===== config.mk =====
export PLATFORM = sky130hd
export DESIGN_NAME = stream_sequencer
export DESIGN_NICKNAME = d
export VERILOG_FILES = /design/src/hw/hv_pkg.sv /design/src/hw/stream_sequencer.sv
export SDC_FILE = /design/constraint.sdc
export NUM_CORES = 1
export LEC_CHECK = 0
export BUFFER_PORTS_ARGS = -buffer_cell sky130_fd_sc_hd__buf_2
export CAP_MARGIN = 20
export CORE_AREA = 2 2 39 41
export CTS_CLUSTER_DIAMETER = 120
export DETAILED_ROUTE_END_ITERATION = 6
export DIE_AREA = 0 0 41 43
export GPL_ROUTABILITY_DRIVEN = 0
export PLACE_DENSITY = 0.67
export REMOVE_ABC_BUFFERS = 1
export SLEW_MARGIN = 20
export SYNTH_ARGS = -nofsm -noshare
export SYNTH_HDL_FRONTEND = slang
export SYNTH_SLANG_ARGS = --single-unit

===== constraint.sdc =====
create_clock -name clk -period 1 [get_ports clk]
set_input_delay 0.05 -clock clk [delete_from_list [all_inputs] [get_ports clk]]
set_output_delay 0.05 -clock clk [all_outputs]
set_load 0.01 [all_outputs]

===== src/hw/hv_pkg.sv =====
`default_nettype none

package hv_pkg;

    // hypervector dimensions
    localparam int DIM = 1024;

    // encoder cores feeding the bundler
    localparam int CORE_NUM = 8;

    // per-dimension vote counter width
    // far more headroom than any realistic run needs
    localparam int CNT_W = 26;

    // output beat width
    localparam int STREAM_W = 512;

    // beats per read-out, low half first
    localparam int BEATS = DIM / STREAM_W;

    // index of one beat inside a read-out
    localparam int BEAT_IDX_W = (BEATS > 1) ? $clog2(BEATS) : 1;

    // width holding 0..CORE_NUM votes in one cycle
    localparam int VOTE_CNT_W = $clog2(CORE_NUM + 1);

    // bipolar hypervector
    // bit 1 is +1, bit 0 is -1
    typedef logic [DIM-1:0] hv_t;

    // all core vectors, core 0 in slot 0
    typedef hv_t [CORE_NUM-1:0] core_hv_t;

    // command opcodes
    typedef enum logic [1:0] {
        OP_ACCUM = 2'd0,
        OP_CLEAR = 2'd1,
        OP_READ  = 2'd2
    } cmd_op_t;

    // one command strobe
    // valid for a single cycle, never refused
    typedef struct packed {
        logic                valid;
        cmd_op_t             op;
        logic [CORE_NUM-1:0] store_mask;
    } cmd_t;

    // read-out FSM states
    typedef enum logic [1:0] {
        ST_IDLE = 2'd0,
        ST_LO   = 2'd1,
        ST_HI   = 2'd2
    } seq_state_t;

    // sequencer to buffer
    // stream_v picks a half, last_stream marks the upper one
    typedef struct packed {
        logic stream_v;
        logic last_stream;
    } stream_ctrl_t;

    // output beat, no back-pressure
    typedef struct packed {
        logic                valid;
        logic                last;
        logic [STREAM_W-1:0] data;
    } beat_t;

endpackage

`default_nettype wire


===== src/hw/stream_sequencer.sv =====
`default_nettype none

module stream_sequencer (
    input  wire                          clk,
    input  wire                          arst_n,
    // command strobe, one cycle each
    input  wire  hv_pkg::cmd_t           cmd,
    // store mask, only on an accumulate
    output logic [hv_pkg::CORE_NUM-1:0]  accum_mask,
    // counter clear pulse
    output logic                         clear,
    // half select to the buffer
    output hv_pkg::stream_ctrl_t         ctrl,
    // beat strobes, one cycle behind ctrl
    output logic                         beat_v,
    output logic                         beat_last
);

    hv_pkg::seq_state_t state;
    hv_pkg::seq_state_t state_nxt;

    // decoded strobes
    logic is_accum;
    logic is_clear;
    logic is_read;

    // opcode decode
    always_comb begin
        is_accum = 1'b0;
        is_clear = 1'b0;
        is_read  = 1'b0;
        if (cmd.valid) begin
            case (cmd.op)
                hv_pkg::OP_ACCUM: is_accum = 1'b1;
                hv_pkg::OP_CLEAR: is_clear = 1'b1;
                hv_pkg::OP_READ:  is_read  = 1'b1;
                default: ;
            endcase
        end
    end

    // counters act at the edge closing this cycle
    assign accum_mask = is_accum ? cmd.store_mask : '0;
    assign clear      = is_clear;

    // read-out walk
    always_comb begin
        state_nxt = state;
        case (state)
            hv_pkg::ST_IDLE: begin
                if (is_read) begin
                    state_nxt = hv_pkg::ST_LO;
                end
            end
            // reads here are dropped
            hv_pkg::ST_LO: state_nxt = hv_pkg::ST_HI;
            hv_pkg::ST_HI: state_nxt = hv_pkg::ST_IDLE;
            default:       state_nxt = hv_pkg::ST_IDLE;
        endcase
    end

    always_ff @(posedge clk or negedge arst_n) begin
        if (!arst_n) begin
            state <= hv_pkg::ST_IDLE;
        end else begin
            state <= state_nxt;
        end
    end

    // stream_v in both busy states
    assign ctrl.stream_v    = (state == hv_pkg::ST_LO) || (state == hv_pkg::ST_HI);
    assign ctrl.last_stream = (state == hv_pkg::ST_HI);

    // buffer registers the word, so the strobes follow a cycle later
    always_ff @(posedge clk or negedge arst_n) begin
        if (!arst_n) begin
            beat_v    <= 1'b0;
            beat_last <= 1'b0;
        end else begin
            beat_v    <= ctrl.stream_v;
            beat_last <= ctrl.last_stream;
        end
    end

endmodule

`default_nettype wire


# Yosys cells after proc, flatten, opt, wreduce, memory -nomap -nowiden
# Index checks and enable logic that the tools add are counted.
# totals
out_inout_bits,13
word_cells,20
register_bits,4
inputBits,13
# classes
n_reduce_logical,3
mux,9
n_eq_ne,5
# ops
op,n
2-to-1 mux 8 bit,1
2-to-1 mux 1 bit,6
== test 2 x 1 -> 1 bit (second input constant),2
== test 2 bit (second input constant),2
zero test 2 bit,2
case mux 2 bit (2 select lines),1
2-to-1 mux 2 bit,1
!= test 2 bit (second input constant),1
logical OR 1 bit,1

# Logic depth before layout (Yosys ltp)
# Gate-level depths: netlist of run 1.
# depth
depth_word,5
depth_mapped,4

# Worst setup path before layout of run 1
# Ideal clock, no wire load.
# synth_timing
path_type,flip-flop to flip-flop
startpoint,register state[0]
endpoint,register state[0]
path_buffers,0
required_time_ns,0.869
path_stages_with_launch,5
setup_slack_ns,0.060
period_less_slack_ns,0.940
arrival_time_ns,0.809
setup_time_ns,0.131
path_cell_list,dfrtp_1 -> inv_1 -> ha_1 -> nand2b_1 -> o211ai_1
# synth_between
elab_chain_cells,2
elab_cells_between_ends,4
classes_between,eq/ne (2); mux (1); reduce/logical (1)
# synth_lines
item,line,rtl
"start, declared",stream_sequencer.sv:19,hv_pkg::seq_state_t state;
"start signal, assigned",stream_sequencer.sv:64,state <= hv_pkg::ST_IDLE;
"start signal, assigned",stream_sequencer.sv:66,state <= state_nxt;
== test 2 x 1 -> 1 bit / zero test 2 bit (equally long branches),stream_sequencer.sv:49,case (state)
case mux 2 bit (2 select lines) / != test 2 bit (equally long branches),-,
# Several ways; a longest one is shown, not always the timed one.
# A chain may end at the register's enable or synchronous reset.

==> results, run 1 <==
- The worst setup path is captured at an output pin.
- After technology mapping, the gate count stands at 29.
- The count of nets after finishing is 82.
- The kind of critical path is flop to output pin.
- For this run, the detailed router's first-pass iteration total came to 2.
- The areal power density over the cells is roughly 2300 mW/mm².
- The achievable clock frequency is 0.904 GHz.
- The count of state elements after synthesis is 4.
- Setup repair after global routing could not meet its margin everywhere.
- The maximum number of pins on one net before global-route repair is 8.
- The tree is rooted in a clkbuf_4.
- The internal reg-to-reg setup slack is -70 ps.
- The area growth from synthesis to layout is 88.1%.
- Buffers placed on the I/O ports in this run total 25.
- Global routing used between 10% and 20% of the available tracks across all layers.
- Of all cell types, the one taking the most synthesized area is dfrtp_1.
- Timing analysis after detailed placement gives a worst setup slack of -23.1 ps.
- Internal power comes to 0.000832 W.
- The type of the most critical hold path is input pin to async pin.
- The total die area is 0.00176 mm².
- The worst path uses 111% of the clock period.
- The DRC violation count after routing is 0.
- The analysis attributes to net switching a power of ~0.00047 W.
- The final max-slew violation count is 0.
- The final global-route overflow total is 0.
- In this run the critical register-to-register path is captured at state[0].
- The count of antenna-violating nets left after detailed routing is 0.
- Across the VDD grid, the largest voltage drop is 0.00105 V.
- On the final layout, the worst clock skew is approximately 0.45 ps.
- The startpoint of the worst-slack reg-to-reg timing path is state[0].
- The share of Yosys cell area claimed by the top area cell type is 32.9%.
- For the pin with the worst max-slew slack, the measured transition is 237 ps.
- The data required time of the critical path is roughly 950 ps.
- Per report_power, the sequential group accounts for between 20% and 30% of the total.
- The critical path ends at ctrl[1].
- Ranked by total cell area, the synthesized netlist is headed by dfrtp_1 (33%), ha_1 (16%), and2_1 (14%), nor3b_4 (6.2%), nand4b_1 (5.8%).
- The setup slack of the critical path after layout is -107 ps.
- Clock-pin slew was measured on the worst setup and hold paths at 40 ps.
- After detailed routing, the number of vias per cell comes to roughly 4.2.
- The checks that failed: setup timing.
- The count of final hold-check violations is 0.
- For this design the top-level I/O count stands at 26.
- Once the floorplan was initialized, standard cells occupied 22.0% of the core.
- The flow ran to the end, but the final reports show violations.
- The clock share of power is 15.4%.
- The cell depth of the worst flop-to-flop path is 5.
- Hold is met by around 150 ps.
- Counting every sink on the clock net gives 4.
- The number of antenna violations at the first check in global routing came to 0.
- Of the total power, combinational logic draws between 60% and 70%.
- The TritonCTS clock tree is built.
- In the final routed layout, each cell accounts on average for 10.3 µm.
- During synthesis, Yosys emitted a total of 0 warnings.
- CTS built an H-tree with a depth of 1.
- The repair_antennas step left the layout with diodes totalling 0.
- Adding up every negative setup slack in the final design gives -284 ps.
- The overall via count from detail_route is between 300 and 400.
- The post-synthesis average cell area is between 10 and 15 µm².
- Measured on the finished design, the core utilization comes to between 40% and 50%.
- The wire length of the first global-routing pass is 1.23 mm.
- Tracing the worst setup path back leads to its startpoint at state[0].
- The largest buffer count on any clock path is 2.
- Max-cap violations in this run came to 0.
- The insertion delay to the later sink of the worst-skew pair is ~230 ps.
- Cells with a size suffix above 1 make up between 60% and 70% of the layout.
- The netlist uses 12 different library cells.
- The number of global-route vias before repair is 298.
- The fraction of power spent switching nets is 35.9%.
- The number of DRC violations after detailed-routing iteration 0 is 4.
- The routed design has 810 µm of wire.
- The floorplan die height is 43 µm.
- The endpoint arrival time on the critical path is 1060 ps.
- Summed over all cells, the static leakage comes to between 0.3 and 0.4 nW.
- The total clock buffers created by CTS is 3.
- Summing the sequential cell areas from Yosys gives 32.9% of the chip area.
- The core footprint is between 0.001 and 0.0015 mm².
- In this run the worst path has a maximum fanout of 3.
- The die is 41 µm wide.
- Setup violations remaining at the end of the flow were counted as 4.
- The relative slew slack is approximately 84%.
- The final critical-path required period is 1110 ps.
- After synthesis the cells add up to just over 300 µm².
- The worst setup path is launched from a flop.
- The number of cell rows is 14.
==> worst min-delay path by stage <==
stage                     startpoint        end  slack [ps]
after floorplan               arst_n  beat_last        -250
after global routing          arst_n   state[0]         150
after global placement        arst_n     beat_v        -140
final                         arst_n   state[0]         150
after CTS                     arst_n   state[1]         150
after detailed placement      arst_n  beat_last        -140
==> routing by layer <==
metal  part of all wire [%]  GRT usage (%)
met1                     39           12.0
met2                     53           14.7
met3                    2.5           1.57
met4                    5.6           13.3
met5                      0              0
==> metrics by stage <==
| step | cell area (µm²) | total power [W] | std cells |
|---|---|---|---|
| after floorplan | 304 | 0.000567 | 29 |
| after global placement | 457 | 0.000754 | 71 |
| after detailed placement | 457 | 0.000767 | 71 |
| after CTS | 537 | 0.00119 | 77 |
| after global routing | 572 | 0.00144 | 79 |
| final | 572 | 0.00130 | 79 |
==> worst max-delay path, cell delays in order (launching register included) <==
cell	delay, ps
dfrtp_1	400
inv_2	100
ha_4	210
buf_6	120
==> logic make-up after synthesis <==
| family | count (synthesis) | share of synthesized area, % |
|---|---|---|
| AO/OA/AOI/OAI | 2 | 4.94 |
| adder cells (fa/ha/maj) | 4 | 16.5 |
| buffers and inverters | 2 | 2.47 |
| flip-flops | 4 | 32.9 |
| AND/OR/NAND/NOR | 17 | 43.2 |
==> sequential cells by signal, summed over array words and instances (netlist names) <==
signal     cells
beat_last      1
beat_v         1
state          2
==> synth_stat cells, drive strengths merged <==
cell type and count:
and2 7, and4bb 1, inv 2, nand4b 2
nor3b 1, and3b 2, nand2b 2, nand2 2
o211ai 2, ha 4, dfrtp 4
==> cells in the final DEF, fill, tap and decap left out, drive strengths merged, types with 2 or more instances in the layout <==
master,synthesis,routed
and2,7,7
clkbuf,0,3
nand2b,2,2
ha,4,4
nand4b,2,2
inv,2,2
o211ai,2,2
buf,0,30
and3b,2,2
nand2,2,2
dfrtp,4,4
==> power groups by stage <==
stage / Combinational (W) / Clock (W) / Sequential (W)
3_3_place_gp: 0.000483 / 0 / 0.000271
4_1_cts: 0.000704 / 0.000205 / 0.000277
2_1_floorplan: 0.000273 / 0 / 0.000294
3_5_place_dp: 0.000489 / 0 / 0.000278
6_report: 0.000818 / 0.000199 / 0.000280
5_1_grt: 0.000922 / 0.000231 / 0.000284
==> area by class of cell <==
cell class	count	area [µm²]
flip-flops and latches	4	100
multi-input cells	23	236
repair buffers	31	185
inverters	2	7.51
fillers	147	812
well taps	16	20.0
clock buffers	3	22.5
==> what timing repair did <==
item                                   in CTS  in global routing
setup buffers                               2                  2
resized for setup                           8                  2
hold buffers                                1                  0
endpoints found under the hold margin       4                  0
setup endpoints to repair                   4                  4
pin swaps                                   2                  2
Power figures use the tool's default switching activity.
==> run 2, diff against run 1 <==
--- a/config.mk
+++ b/config.mk
@@ -12,7 +12,7 @@
 export DETAILED_ROUTE_END_ITERATION = 6
 export DIE_AREA = 0 0 41 43
 export GPL_ROUTABILITY_DRIVEN = 0
-export PLACE_DENSITY = 0.67
+export PLACE_DENSITY = 0.65
 export REMOVE_ABC_BUFFERS = 1
 export SLEW_MARGIN = 20
 export SYNTH_ARGS = -nofsm -noshare
==> constraint.sdc (replaced) <==
create_clock -name clk -period 1.2 [get_ports clk]
set_input_delay 0.06 -clock clk [delete_from_list [all_inputs] [get_ports clk]]
set_output_delay 0.06 -clock clk [all_outputs]
set_load 0.01 [all_outputs]
==> run 2 against run 1 <==
  * The flow now finishes without violations
  * Cell area shrank 12%
  * Setup slack improved by 140 ps
  * Sequential power is 15% lower
  * Non-clock buffer count down 4
  * Die area unchanged
  * Global-route usage fell by 0.72 points
  * Clock-buffer cell count stayed put
  * Via count down 7.2%
  * Sequential share of layout area is 2.4 points higher
  * Critical path type unchanged
  * Highest routed layer unchanged
==> results, run 2 (synthesized netlist as in run 1, its figures left out) <==
- The I/O pin count is 26 (unchanged).
- The wire length of the first global-routing pass is 1.08 mm (was 1.23 mm).
- Largest registers in the final layout: state: 2 flops, beat_last: 1 flops, beat_v: 1 flops (unchanged).
- The insertion delay to the later sink of the worst-skew pair was 250 ps (was 230 ps).
- The cell area reported after detailed placement was 449 µm² (was 457 µm²).
- The number of detailed-route iterations in the first pass is 4 (was 2).
- The TritonCTS clock tree is built (unchanged).
- The maximum number of pins on one net before global-route repair is 8 (unchanged).
- The family of cells with the greatest summed delay on the critical path is flip-flops (unchanged).
- The count of antenna-violating nets left after detailed routing is 0 (unchanged).
- The switching power total is 0.000340 W (was 0.000465 W).
- The overall track demand over capacity in global routing was 10.1% (was 10.8%).
- Cell chain of the critical path: inv_2, ha_4, buf_2 (was inv_2, ha_4, buf_6).
- The number of flip-flops in the largest register is 2 (unchanged).
- The sum of met3 wire segment lengths after detailed routing is 31 µm (was 20 µm).
- The kind of end point of the critical path is an output pin (unchanged).
- The final wirelength came to 779 µm (was 810 µm).
- Subtracting the final worst setup slack from the clock period gives 1170 ps.
- The proportion of layout cells with a drive suffix above 1 was 59.3% (was 66.7%).
- The total clock buffers created by CTS is 3 (unchanged).
- The core footprint is 0.00138 mm² (unchanged).
- The worst clock skew came to 7.15 ps (was 0.454 ps).
- The endpoint arrival time on the critical path was 1110 ps (was 1060 ps).
- The register ranked first by flip-flop count is state (unchanged).
- The clock root buffer is clkbuf_4 (unchanged).
- The final global-route overflow total came to 0 (unchanged).
- Outcome: completed (was complete, but fails checks).
- The largest vdd supply drop is 0.000972 V (was 0.00105 V).
- The kind of critical path is flop to output pin (unchanged).
- The clock edge transition at the registers on the reported setup and hold paths is 40 ps (about the same).
- The area overhead of the layout relative to synthesis is 65.0% (was 88.1%).
- The number of global-route vias before repair was 272 (was 298).
- The data required time of the critical path was 1140 ps (was 950 ps).
- The cell with the biggest individual delay on the critical path is dfrtp_1 (unchanged).
- Setup repair after global routing missed its margin: no (was yes).
- The setup slack of the critical path after layout is 34.0 ps (was -107 ps).
- The count of nets after finishing is 78 (was 82).
- The leakage power summed over all cells is 0.279 nW (was 0.300 nW).
- The areal power density over the cells is 1760 mW/mm² (was 2270 mW/mm²).
- The worst slack after detailed placement is 165 ps (was -23.1 ps).
- The effective utilization at floorplan was 22.0% (unchanged).
- The number of DRC violations after detailed-routing iteration 0 is 3 (was 4).
- The final number of setup-violating endpoints is 0 (was 4).
- The largest fanout of any net on the critical path was 3 (unchanged).
- The type of the most critical hold path is input pin to async pin (unchanged).
- After legalization and detailed placement, the total HPWL measured 579 µm.
- The wire length on met1 is 324 µm (was 316 µm).
- The number of buffers and inverters on the critical path is 2 (unchanged).
- The cell depth of the worst flop-to-flop path is 4 (was 5).
- The final cycle utilization of the critical path is between 90% and 100%.
- The max-capacitance violation count is 0 (unchanged).
- The routed length per instance is 10.4 µm (was 10.3 µm).
- The share of the core filled with cells in the final layout is 36.3% (was 41.3%).
- The clock share of power is 20.5% (was 15.4%).
- The commonest non-fill, non-tap cell in the layout is buf_2 (unchanged).
- Derived from the worst setup path, the maximum achievable clock frequency is 0.858 GHz.
- The number of levels in the clock H-tree is 1 (unchanged).
- The number of cell rows is 14 (unchanged).
- The setup TNS is 0 ps (was -284 ps).
- The count of final hold-check violations is 0 (unchanged).
- The total die area is 0.00176 mm² (unchanged).
- The DRC violation count after routing is 0 (unchanged).
- The uppermost layer routed is met4 (unchanged).
- The logic depth of the worst setup path including buffers is 3 (unchanged).
- The routed length on met2 is 404 µm (was 428 µm).
- The register share of total power came to 27.0% (was 21.6%).
- The floorplan die width is 41 µm (unchanged).
- The type of origin of the critical path is a flop (unchanged).
- The largest incremental delay on the critical path is 400 ps (about the same).
- The number of port buffers is 25 (unchanged).
- The floorplan die height came to 43 µm (unchanged).
- The relative slew slack is 84.5% (was 84.2%).
- The largest buffer count on any clock path is 2 (unchanged).
- The combinational group share of total power was 52.5% (was 63.0%).
- The CTS sink count was 4 (unchanged).
- The post-route cell area is 502 µm² (was 572 µm²).
- The overall via count from detail_route came to 311 (was 335).
- The slew of the pin with the lowest slew margin is 232 ps (was 237 ps).
- The antenna diode count is 0 (unchanged).
- The number of antenna violations at the first check in global routing is 0 (unchanged).
- The final max-slew violation count was 0 (unchanged).
- The cell-internal power is 0.000541 W (was 0.000832 W).
- The average via count per standard cell was 4.15 (was 4.24).
- The fraction of power spent switching nets came to 38.6% (was 35.9%).
- Highest-count cells in the layout ignoring fill and taps: buf_2 (25), and2_1 (7), dfrtp_1 (4) (was buf_2 (23), and2_1 (7), buf_4 (5)).
run 2: cell types whose count changed in the layout (fill, tap and decap cells not counted):
cell   delta
buf_6     -2
buf_2     +2
ha_1      +3
ha_2      -1
ha_4      -2
buf_4     -4
run 2: final cells by class:
cell class / instances / area [µm²]
inverters: 2 / 7.51
multi-input cells: 23 / 209
flip-flops and latches: 4 / 100
repair buffers: 27 / 143
clock buffers: 3 / 22.5
well taps: 16 / 20.0
fillers: 142 / 882
run 2: routing by layer:
metal / GRT usage [%] / vias up
met2: 13.4 / 8
met5: 0 / -
met4: 10.0 / 0
met1: 10.7 / 139
met3: 4.71 / 3
li1: - / 161
run 2: power by group through the flow:
stage	logic [W]	registers [W]	clock network, W
after global placement	0.000378	0.000231	0
after CTS	0.000421	0.000234	0.000186
after floorplan	0.000227	0.000245	0
after detailed placement	0.000386	0.000235	0
after global routing	0.000522	0.000241	0.000200
final	0.000463	0.000238	0.000181
run 2: per-stage QoR:
step / total power (W) / hold slack (ps) / instances
floorplan: 0.000472 / -236 / 29
global placement: 0.000608 / -130 / 70
detailed placement: 0.000621 / -131 / 70
CTS: 0.000841 / 147 / 75
global route: 0.000962 / 153 / 75
finish: 0.000881 / 150 / 75
run 2: what timing repair did:
item                                    in CTS  in global routing
endpoints found under the setup margin       1                  1
resized for setup                            2                  1
buffers inserted                             1                  0
hold buffers                                 1                  0
hold endpoints to repair                     4                  0
run 2: path summary, 6_finish.rpt:
kind,to,startpoint,slack (ps)
max in group asynchronous,beat_v,arst_n,920
max,ctrl[1],state[0],30
max reg2reg,state[1],state[0],110
min,state[0],arst_n,150
min in group clk,state[0],cmd[10],170
min reg2reg,state[1],state[1],610
